File: src/common/pi_bus_pkg.sv
`default_nettype none

package pi_bus_pkg;

   // word addressed bus
   typedef logic [29:0] pi_addr_t;   // word address
   typedef logic [31:0] pi_data_t;   // data word
   typedef logic [3:0]  pi_opc_t;    // transfer opcode

   // opcodes seen on the bus
   localparam pi_opc_t OPC_SINGLE = 4'h0;   // single word transfer
   localparam pi_opc_t OPC_BURST2 = 4'h1;   // two word burst, answered with error
   localparam pi_opc_t OPC_BURST4 = 4'h2;   // four word burst, answered with error
   localparam pi_opc_t OPC_RMW    = 4'h8;   // read modify write, answered with error

   // acknowledge code, driven by the slave every data phase cycle
   typedef enum logic [1:0] {
      ACK_IDLE = 2'b00,   // no transfer or aborted
      ACK_RDY  = 2'b01,   // transfer done
      ACK_WAT  = 2'b10,   // slave busy, master holds
      ACK_ERR  = 2'b11    // bad address or opcode
   } pi_ack_e;

   // the whole address phase
   typedef struct packed {
      logic     sel;    // slave select
      logic     read;   // 1 read, 0 write
      pi_opc_t  opc;
      pi_addr_t addr;
   } pi_req_t;

endpackage

`default_nettype wire

File: src/common/pi_slave_pkg.sv
`default_nettype none

package pi_slave_pkg;

   // slave sequencer states
   typedef enum logic [1:0] {
      ST_IDLE,        // nothing latched
      ST_ADDRESS,     // request latched, first data cycle next
      ST_DATA_WAIT    // answered with wait, retry each cycle
   } slave_state_e;

   // storage geometry
   localparam int DEV_WORDS    = 16;   // words in the device window
   localparam int WBUF_DEPTH   = 4;    // posted write entries
   localparam int DRAIN_PERIOD = 4;    // cycles per drained word

   typedef logic [3:0] dev_index_t;    // memory word index

   // device status toward the sequencer
   typedef struct packed {
      logic filled;       // write buffer full
      logic data_ready;   // buffer empty, reads coherent
      logic error;        // address outside the window
   } dev_status_t;

   // one command per completed transfer
   typedef struct packed {
      logic                 wr_en;   // push into write buffer
      logic                 rd_en;   // read consumed
      pi_bus_pkg::pi_addr_t addr;
      pi_bus_pkg::pi_data_t wdata;
   } dev_cmd_t;

endpackage

`default_nettype wire

File: src/pi_slave/pi_slave_fsm.sv
`default_nettype none

module pi_slave_fsm (
   input  logic                      clk,
   input  logic                      reset,
   input  pi_bus_pkg::pi_req_t       req,        // address phase from master
   input  pi_bus_pkg::pi_data_t      din,        // write data, held until answered
   input  logic                      tout,       // bus timeout
   input  pi_slave_pkg::dev_status_t status,     // device status for cur_addr
   input  pi_bus_pkg::pi_data_t      rdata,      // device word at cur_addr
   output pi_slave_pkg::dev_cmd_t    cmd,
   output pi_bus_pkg::pi_addr_t      cur_addr,   // latched word address
   output pi_bus_pkg::pi_ack_e       ack,
   output pi_bus_pkg::pi_data_t      dout
);

   pi_slave_pkg::slave_state_e state;
   pi_bus_pkg::pi_opc_t        opc_q;      // latched opcode
   logic                       read_q;     // latched direction
   logic                       busy;       // a transfer is in its data phase
   logic                       xfer_err;   // bad opcode or address
   logic                       abort;      // timeout while waiting
   logic                       can_done;   // device can take or give the word
   logic                       done;       // transfer ends this edge, rdy or err
   logic                       take;       // latch a new address phase
   logic                       wr_en_q;
   logic                       rd_en_q;
   pi_bus_pkg::pi_addr_t       cmd_addr_q;
   pi_bus_pkg::pi_data_t       wdata_q;

   assign busy     = (state != pi_slave_pkg::ST_IDLE);
   assign xfer_err = status.error || (opc_q != pi_bus_pkg::OPC_SINGLE);
   assign abort    = (state == pi_slave_pkg::ST_DATA_WAIT) && tout && !xfer_err;
   assign can_done = read_q ? status.data_ready : !status.filled;
   assign done     = busy && (xfer_err || (!abort && can_done));
   assign take     = req.sel && (!busy || done);   // next request overlaps completion

   // address phase capture
   always_ff @(posedge clk)
   begin
      if (take)
      begin
         cur_addr <= req.addr;
         opc_q    <= req.opc;
         read_q   <= req.read;
      end
   end

   // sequencer
   always_ff @(posedge clk)
   begin
      if (reset)
         state <= pi_slave_pkg::ST_IDLE;
      else if (take)
         state <= pi_slave_pkg::ST_ADDRESS;       // back to back, stay in data phase
      else if (done || abort)
         state <= pi_slave_pkg::ST_IDLE;
      else if (busy)
         state <= pi_slave_pkg::ST_DATA_WAIT;     // device not ready yet
   end

   // bus answer, one decision per edge
   always_ff @(posedge clk)
   begin
      if (reset)
      begin
         ack  <= pi_bus_pkg::ACK_IDLE;
         dout <= '0;
      end
      else if (!busy || abort)
      begin
         ack  <= pi_bus_pkg::ACK_IDLE;            // idle or dropped transfer
         dout <= '0;
      end
      else if (xfer_err)
      begin
         ack  <= pi_bus_pkg::ACK_ERR;             // one cycle, nothing stored
         dout <= '0;
      end
      else if (can_done)
      begin
         ack  <= pi_bus_pkg::ACK_RDY;
         dout <= read_q ? rdata : '0;
      end
      else
      begin
         ack  <= pi_bus_pkg::ACK_WAT;
         dout <= '0;
      end
   end

   // device strobes, one cycle pulse after a good completion
   always_ff @(posedge clk)
   begin
      if (reset)
      begin
         wr_en_q <= 1'b0;
         rd_en_q <= 1'b0;
      end
      else
      begin
         wr_en_q <= done && !xfer_err && !read_q;
         rd_en_q <= done && !xfer_err && read_q;
      end
   end

   // cur_addr may move on at the same edge so keep our own copy
   always_ff @(posedge clk)
   begin
      if (done)
         cmd_addr_q <= cur_addr;
      if (done && !read_q)
         wdata_q <= din;                          // din sampled at completion
   end

   assign cmd = '{wr_en: wr_en_q, rd_en: rd_en_q, addr: cmd_addr_q, wdata: wdata_q};

endmodule

`default_nettype wire

File: src/pi_slave/pi_slave_device.sv
`default_nettype none

module pi_slave_device #(
   parameter int WBUF_DEPTH = pi_slave_pkg::WBUF_DEPTH   // posted write entries, >= 1
) (
   input  logic                      clk,
   input  logic                      reset,
   input  pi_slave_pkg::dev_cmd_t    cmd,
   input  pi_bus_pkg::pi_addr_t      cur_addr,
   output pi_slave_pkg::dev_status_t status,
   output pi_bus_pkg::pi_data_t      rdata
);

   localparam int PTR_W   = (WBUF_DEPTH > 1) ? $clog2(WBUF_DEPTH) : 1;
   localparam int CNT_W   = $clog2(WBUF_DEPTH + 1);
   localparam int DRAIN_W = $clog2(pi_slave_pkg::DRAIN_PERIOD + 1);
   localparam int IDX_W   = $bits(pi_slave_pkg::dev_index_t);

   pi_slave_pkg::dev_index_t wb_idx  [WBUF_DEPTH];               // buffered word index
   pi_bus_pkg::pi_data_t     wb_data [WBUF_DEPTH];               // buffered write data
   pi_bus_pkg::pi_data_t     mem     [pi_slave_pkg::DEV_WORDS];
   logic [PTR_W-1:0]         wr_ptr;
   logic [PTR_W-1:0]         rd_ptr;                             // oldest entry
   logic [CNT_W-1:0]         count;                              // entries held
   logic [DRAIN_W-1:0]       drain_cnt;
   logic                     push;
   logic                     pop;
   logic                     empty;

   // wrap for any depth, not only powers of two
   function automatic logic [PTR_W-1:0] next_ptr(input logic [PTR_W-1:0] ptr);
      return (ptr == PTR_W'(WBUF_DEPTH - 1)) ? '0 : ptr + 1'b1;
   endfunction

   assign empty = (count == '0);
   assign push  = cmd.wr_en;   // filled lookahead keeps this off when full
   assign pop   = !empty && (drain_cnt == DRAIN_W'(pi_slave_pkg::DRAIN_PERIOD - 1));

   always_ff @(posedge clk)
   begin
      if (reset)
      begin
         wr_ptr    <= '0;
         rd_ptr    <= '0;
         count     <= '0;
         drain_cnt <= '0;
      end
      else
      begin
         if (push)
            wr_ptr <= next_ptr(wr_ptr);
         if (pop)
            rd_ptr <= next_ptr(rd_ptr);
         case ({push, pop})
            2'b10:   count <= count + 1'b1;
            2'b01:   count <= count - 1'b1;
            default: count <= count;              // none or both
         endcase
         if (empty || pop)
            drain_cnt <= '0;                      // restart drain interval
         else
            drain_cnt <= drain_cnt + 1'b1;
      end
   end

   always_ff @(posedge clk)
   begin
      if (push)
      begin
         wb_idx[wr_ptr]  <= cmd.addr[IDX_W-1:0];
         wb_data[wr_ptr] <= cmd.wdata;
      end
   end

   // drain oldest entry into the word memory
   always_ff @(posedge clk)
   begin
      if (reset)
      begin
         for (int i = 0; i < pi_slave_pkg::DEV_WORDS; i++)
            mem[i] <= '0;
      end
      else if (pop)
         mem[wb_idx[rd_ptr]] <= wb_data[rd_ptr];
   end

   // a strobed write is counted before it lands in the buffer
   assign status = '{
      filled:     (int'(count) + int'(cmd.wr_en)) >= WBUF_DEPTH,
      data_ready: empty && !cmd.wr_en,
      error:      cur_addr >= pi_bus_pkg::pi_addr_t'(pi_slave_pkg::DEV_WORDS)
   };

   assign rdata = mem[cur_addr[IDX_W-1:0]];       // only used when in window

endmodule

`default_nettype wire

File: src/design/pi_slave_top.sv
`default_nettype none

module pi_slave_top (
   input  logic                 clk,
   input  logic                 reset,
   input  pi_bus_pkg::pi_req_t  req,    // address phase
   input  pi_bus_pkg::pi_data_t din,    // write data
   input  logic                 tout,   // bus timeout
   output pi_bus_pkg::pi_ack_e  ack,
   output pi_bus_pkg::pi_data_t dout
);

   pi_slave_pkg::dev_cmd_t    cmd;        // sequencer to device
   pi_slave_pkg::dev_status_t status;     // device to sequencer
   pi_bus_pkg::pi_addr_t      cur_addr;   // address under decode
   pi_bus_pkg::pi_data_t      rdata;

   pi_slave_fsm u_fsm (
      .clk      (clk),
      .reset    (reset),
      .req      (req),
      .din      (din),
      .tout     (tout),
      .status   (status),
      .rdata    (rdata),
      .cmd      (cmd),
      .cur_addr (cur_addr),
      .ack      (ack),
      .dout     (dout)
   );

   // storage behind the slave, default buffer depth
   pi_slave_device u_dev (
      .clk      (clk),
      .reset    (reset),
      .cmd      (cmd),
      .cur_addr (cur_addr),
      .status   (status),
      .rdata    (rdata)
   );

endmodule

`default_nettype wire

File: config.mk
export PLATFORM = sky130hd
export DESIGN_NAME = pi_slave_top
export DESIGN_NICKNAME = d
export VERILOG_FILES = /design/src/common/pi_bus_pkg.sv /design/src/common/pi_slave_pkg.sv /design/src/pi_slave/pi_slave_fsm.sv /design/src/pi_slave/pi_slave_device.sv /design/src/design/pi_slave_top.sv
export SDC_FILE = /design/constraint.sdc
export NUM_CORES = 1
export LEC_CHECK = 0
export BUFFER_PORTS_ARGS = -buffer_cell sky130_fd_sc_hd__buf_2
export CORE_MARGIN = 8
export CORE_UTILIZATION = 56
export DETAILED_ROUTE_END_ITERATION = 16
export PLACE_DENSITY = 0.76
export SLEW_MARGIN = 25
export SYNTH_ARGS = -nofsm -noshare
export SYNTH_HDL_FRONTEND = slang
export SYNTH_SLANG_ARGS = --single-unit
File: constraint.sdc
create_clock -name clk -period 3.9 [get_ports clk]
set_input_delay 0.78 -clock clk [delete_from_list [all_inputs] [get_ports clk]]
set_output_delay 0.78 -clock clk [all_outputs]
set_load 0.01 [all_outputs]
==> results.py <==
metrics = {
    "status": {
        "status": "finished, final reports clean",
    },
    "floorplan": {
        "fp.dieW_um": 250,
        "die_area_um2": 62600,
        "pin_count": 105,
        "start_util_pct": 56.2,
        "core_area_um2": 54700,
        "rows": 86,
        "fp.dieH_um": 250,
    },
    "timing": {
        "setup_viol": 0,
        "min_period_ps": 2970,
        "max_slew_margin_pct": 33.9,
        "rsz0062_at_grt": "no",
        "whs_ps": 345,
        "tightest_slew_ps": 992,
        "finalClockSkew_ps": 18.4,
        "drv_slew": 0,
        "hold_viol_final": 0,
        "max_freq_mhz": 337,
        "setup_ws_ps": 931,
        "period_share_pct": 76.1,
        "fin_setup_tns_ps": 0,
    },
    "placed_design": {
        "dp_hpwl_um": 41000,
        "port_buffers": 104,
        "place_ws_ps": 954,
        "dp.cells": 2652,
        "gp_congestion": 0.778,
    },
    "detailed_routing": {
        "routed_wl_um": 71400,
        "first_iter_violations": 1959,
        "vias": 17278,
        "viasPerCell": 6.19,
        "post-route-drc-count": 0,
        "postRouteAntennaNets": 0,
        "first_pass_iters": 6,
        "post_drt_wl_per_cell_um": 25.6,
    },
    "synth": {
        "synthTopCellsByCount": "727 x edfxtp_1, 523 x nor2_1, 132 x mux4_2, 119 x clkbuf_1, 64 x a22oi_1",
        "synth_top_area_share_pct": 71.1,
        "syn_nets": 1995,
        "ys.flop_type": "edfxtp_1",
        "synthCells": 1915,
        "ys_ff_latch": 776,
        "synth_area_leaders": "edfxtp_1 71%, mux4_2 9.7%, nor2_1 6.4%, dfxtp_1 3.2%, a22oi_1 1.6%",
        "synth_area_um2": 30700,
        "yosysSeqAreaShare_pct": 74.3,
        "yosysTopAreaCell": "edfxtp_1",
        "ys_types": 39,
        "yosysWarningCount": 0,
        "syn_avg_cell_area_um2": 16.0,
        "async_flop_share_pct": 0,
        "synth_edf_count": 727,
        "yosys.cell_count.top_type": "edfxtp_1",
    },
    "finish": {
        "diodes": 0,
        "drive_gt1_share_pct": 23.6,
        "final_cells": 2791,
        "area_delta_synth_final_pct": 13.8,
        "final_nets": 2106,
        "fill_cells": 3728,
    },
    "global_routing": {
        "grt_antenna_before_repair": 0,
        "grt_pass1_vias": 17933,
        "grt_pass1_wl_um": 108000,
        "grtUsageTotal_pct": 22.7,
        "grt_overflow": 0,
        "grt_max_degree": 51,
    },
    "min_path": {
        "hold_depth": 1,
        "hold_class": "primary input to register",
    },
    "cts": {
        "clkTransAtPathRegs_ps": 60,
        "cts_resized": 0,
        "ctsLongestPathBuffers": 3,
        "clock_sinks": 776,
        "cts_root_buf": "clkbuf_16",
        "numCtsBuffers": 76,
        "cts_tree": "done",
        "holdBufCountCts": 0,
        "htree_num_levels": 3,
        "post_cts_buffers": 0,
        "clk_latency_ps": 610,
    },
    "setup_path": {
        "critPathLaunchType": "register",
        "crit_fanout": 19,
        "reg2regPathDepth": 5,
        "worstSetupPathType": "register to register",
        "crit_end": "u_dev.mem[10][19]",
        "critPathCaptureType": "register",
        "worstPathArrival_ps": 3270,
        "reg2reg_to": "u_dev.mem[10][19]",
        "required_ps": 4200,
        "r2r_slack_ps": 930,
    },
    "power": {
        "finalPower_mw": 17.5,
        "irDropWorstVdd_uv": 284,
        "p_leak_nw": 12.1,
        "power_density_nw_per_um2": 502,
    },
    "job": {
        "drv_cap": 0,
    },
}
==> metal layers <==
metal | wire (um) | share of wire [%] | global-route usage (%) | vias up
met4 | 2150 | 3.0 | 8.66 | 0
li1 | - | - | - | 7380
met1 | 26200 | 37 | 29.6 | 8671
met5 | 0 | 0 | 0 | -
met3 | 7600 | 11 | 4.54 | 162
met2 | 35500 | 50 | 37.9 | 1065
==> cell type report <==
class / instances / area [um2] / share of cell area (%)
Timing Repair Buffer: 179 / 1260 / 3.60
Sequential cell: 776 / 22800 / 65.3
Multi-Input combinational cell: 984 / 7400 / 21.2
Clock buffer: 108 / 2180 / 6.23
Tap cell: 704 / 881 / 2.52
Inverter: 9 / 33.8 / 0.0968
Clock inverter: 31 / 348 / 0.996
==> flip-flops by register name (all words and copies together) (netlist names), 2 cells and up, named ones only <==
signal / cells
u_fsm.cur_addr: 30
u_dev.wr_ptr: 2
u_fsm.ack: 2
u_fsm.opc_q: 4
u_fsm.state: 2
u_dev.drain_cnt: 3
u_fsm.cmd_addr_q: 4
u_dev.mem: 512
u_dev.wb_idx: 16
u_dev.rd_ptr: 2
u_dev.wb_data: 128
u_fsm.dout: 32
u_fsm.wdata_q: 32
u_dev.count: 3
==> worst min path at each step <==
stage                                   from            endpoint  slack [ps]
after global placement    u_dev.drain_cnt[0]  u_dev.drain_cnt[0]         410
final                                din[27]   u_fsm.wdata_q[27]         340
after CTS                            req[18]  u_fsm.cur_addr[18]         310
after floorplan           u_dev.drain_cnt[0]  u_dev.drain_cnt[0]         410
after detailed placement  u_dev.drain_cnt[0]  u_dev.drain_cnt[0]         430
after global routing                  req[8]   u_fsm.cur_addr[8]         320
==> cells in the final DEF, fill, tap and decap left out, types with 3 or more instances in the layout <==
master and n:
buf_12 14, nand2b_2 16, edfxtp_1 727, nor4_1 9, nand3b_1 5, clkinv_2 6
a22oi_1 64, nand2_1 41, inv_1 9, nor3_1 3, clkbuf_8 9, mux2i_1 34
a21oi_1 40, buf_2 104, o21ai_0 3, o21ai_2 14, o21ai_1 18, buf_4 61
mux4_2 132, nor2_1 522, bufinv_16 7, nand3_1 4, clkbuf_1 20, dfxtp_1 47
clkbuf_16 79, ha_1 8, mux2_2 32, nand2b_1 4, clkinv_1 13
==> through the flow <==
stage	area, um2	utilization, %
after CTS	34900	63.8
after global placement	32300	59.2
final	34900	63.9
after global routing	34900	63.9
after detailed placement	32400	59.2
after floorplan	30700	-
==> worst max-delay path, stage by stage (launching register included) <==
cell and delay [ps]:
dfxtp_2 610, mux4_2 600, nor4b_4 450, nand2_1 170, nand2b_2 510, buf_4 310
==> cell families (layout without fill, tap and decap cells) <==
family | after synthesis | count (layout) | share of synthesized area (%)
DFF | 776 | 776 | 74.3
AOI/OAI and AO/OA | 143 | 143 | 2.90
xor gates and xnor gates | 2 | 2 | 0.0571
muxes | 198 | 198 | 12.0
buffers and inverters | 155 | 327 | 1.97
adders and majority gates | 9 | 9 | 0.391
and+or+nand+nor | 632 | 632 | 8.40
==> power by group <==
group | leakage (nW) | switching, mW | internal, mW | total (mW)
sequential | 7.65 | 0.0933 | 9.30 | 9.40
clock | 1.23 | 3.02 | 4.36 | 7.38
combinational | 3.21 | 0.423 | 0.337 | 0.760
total | 12.1 | 3.54 | 14.0 | 17.5
No activity file was read; power rests on OpenSTA's default activity.
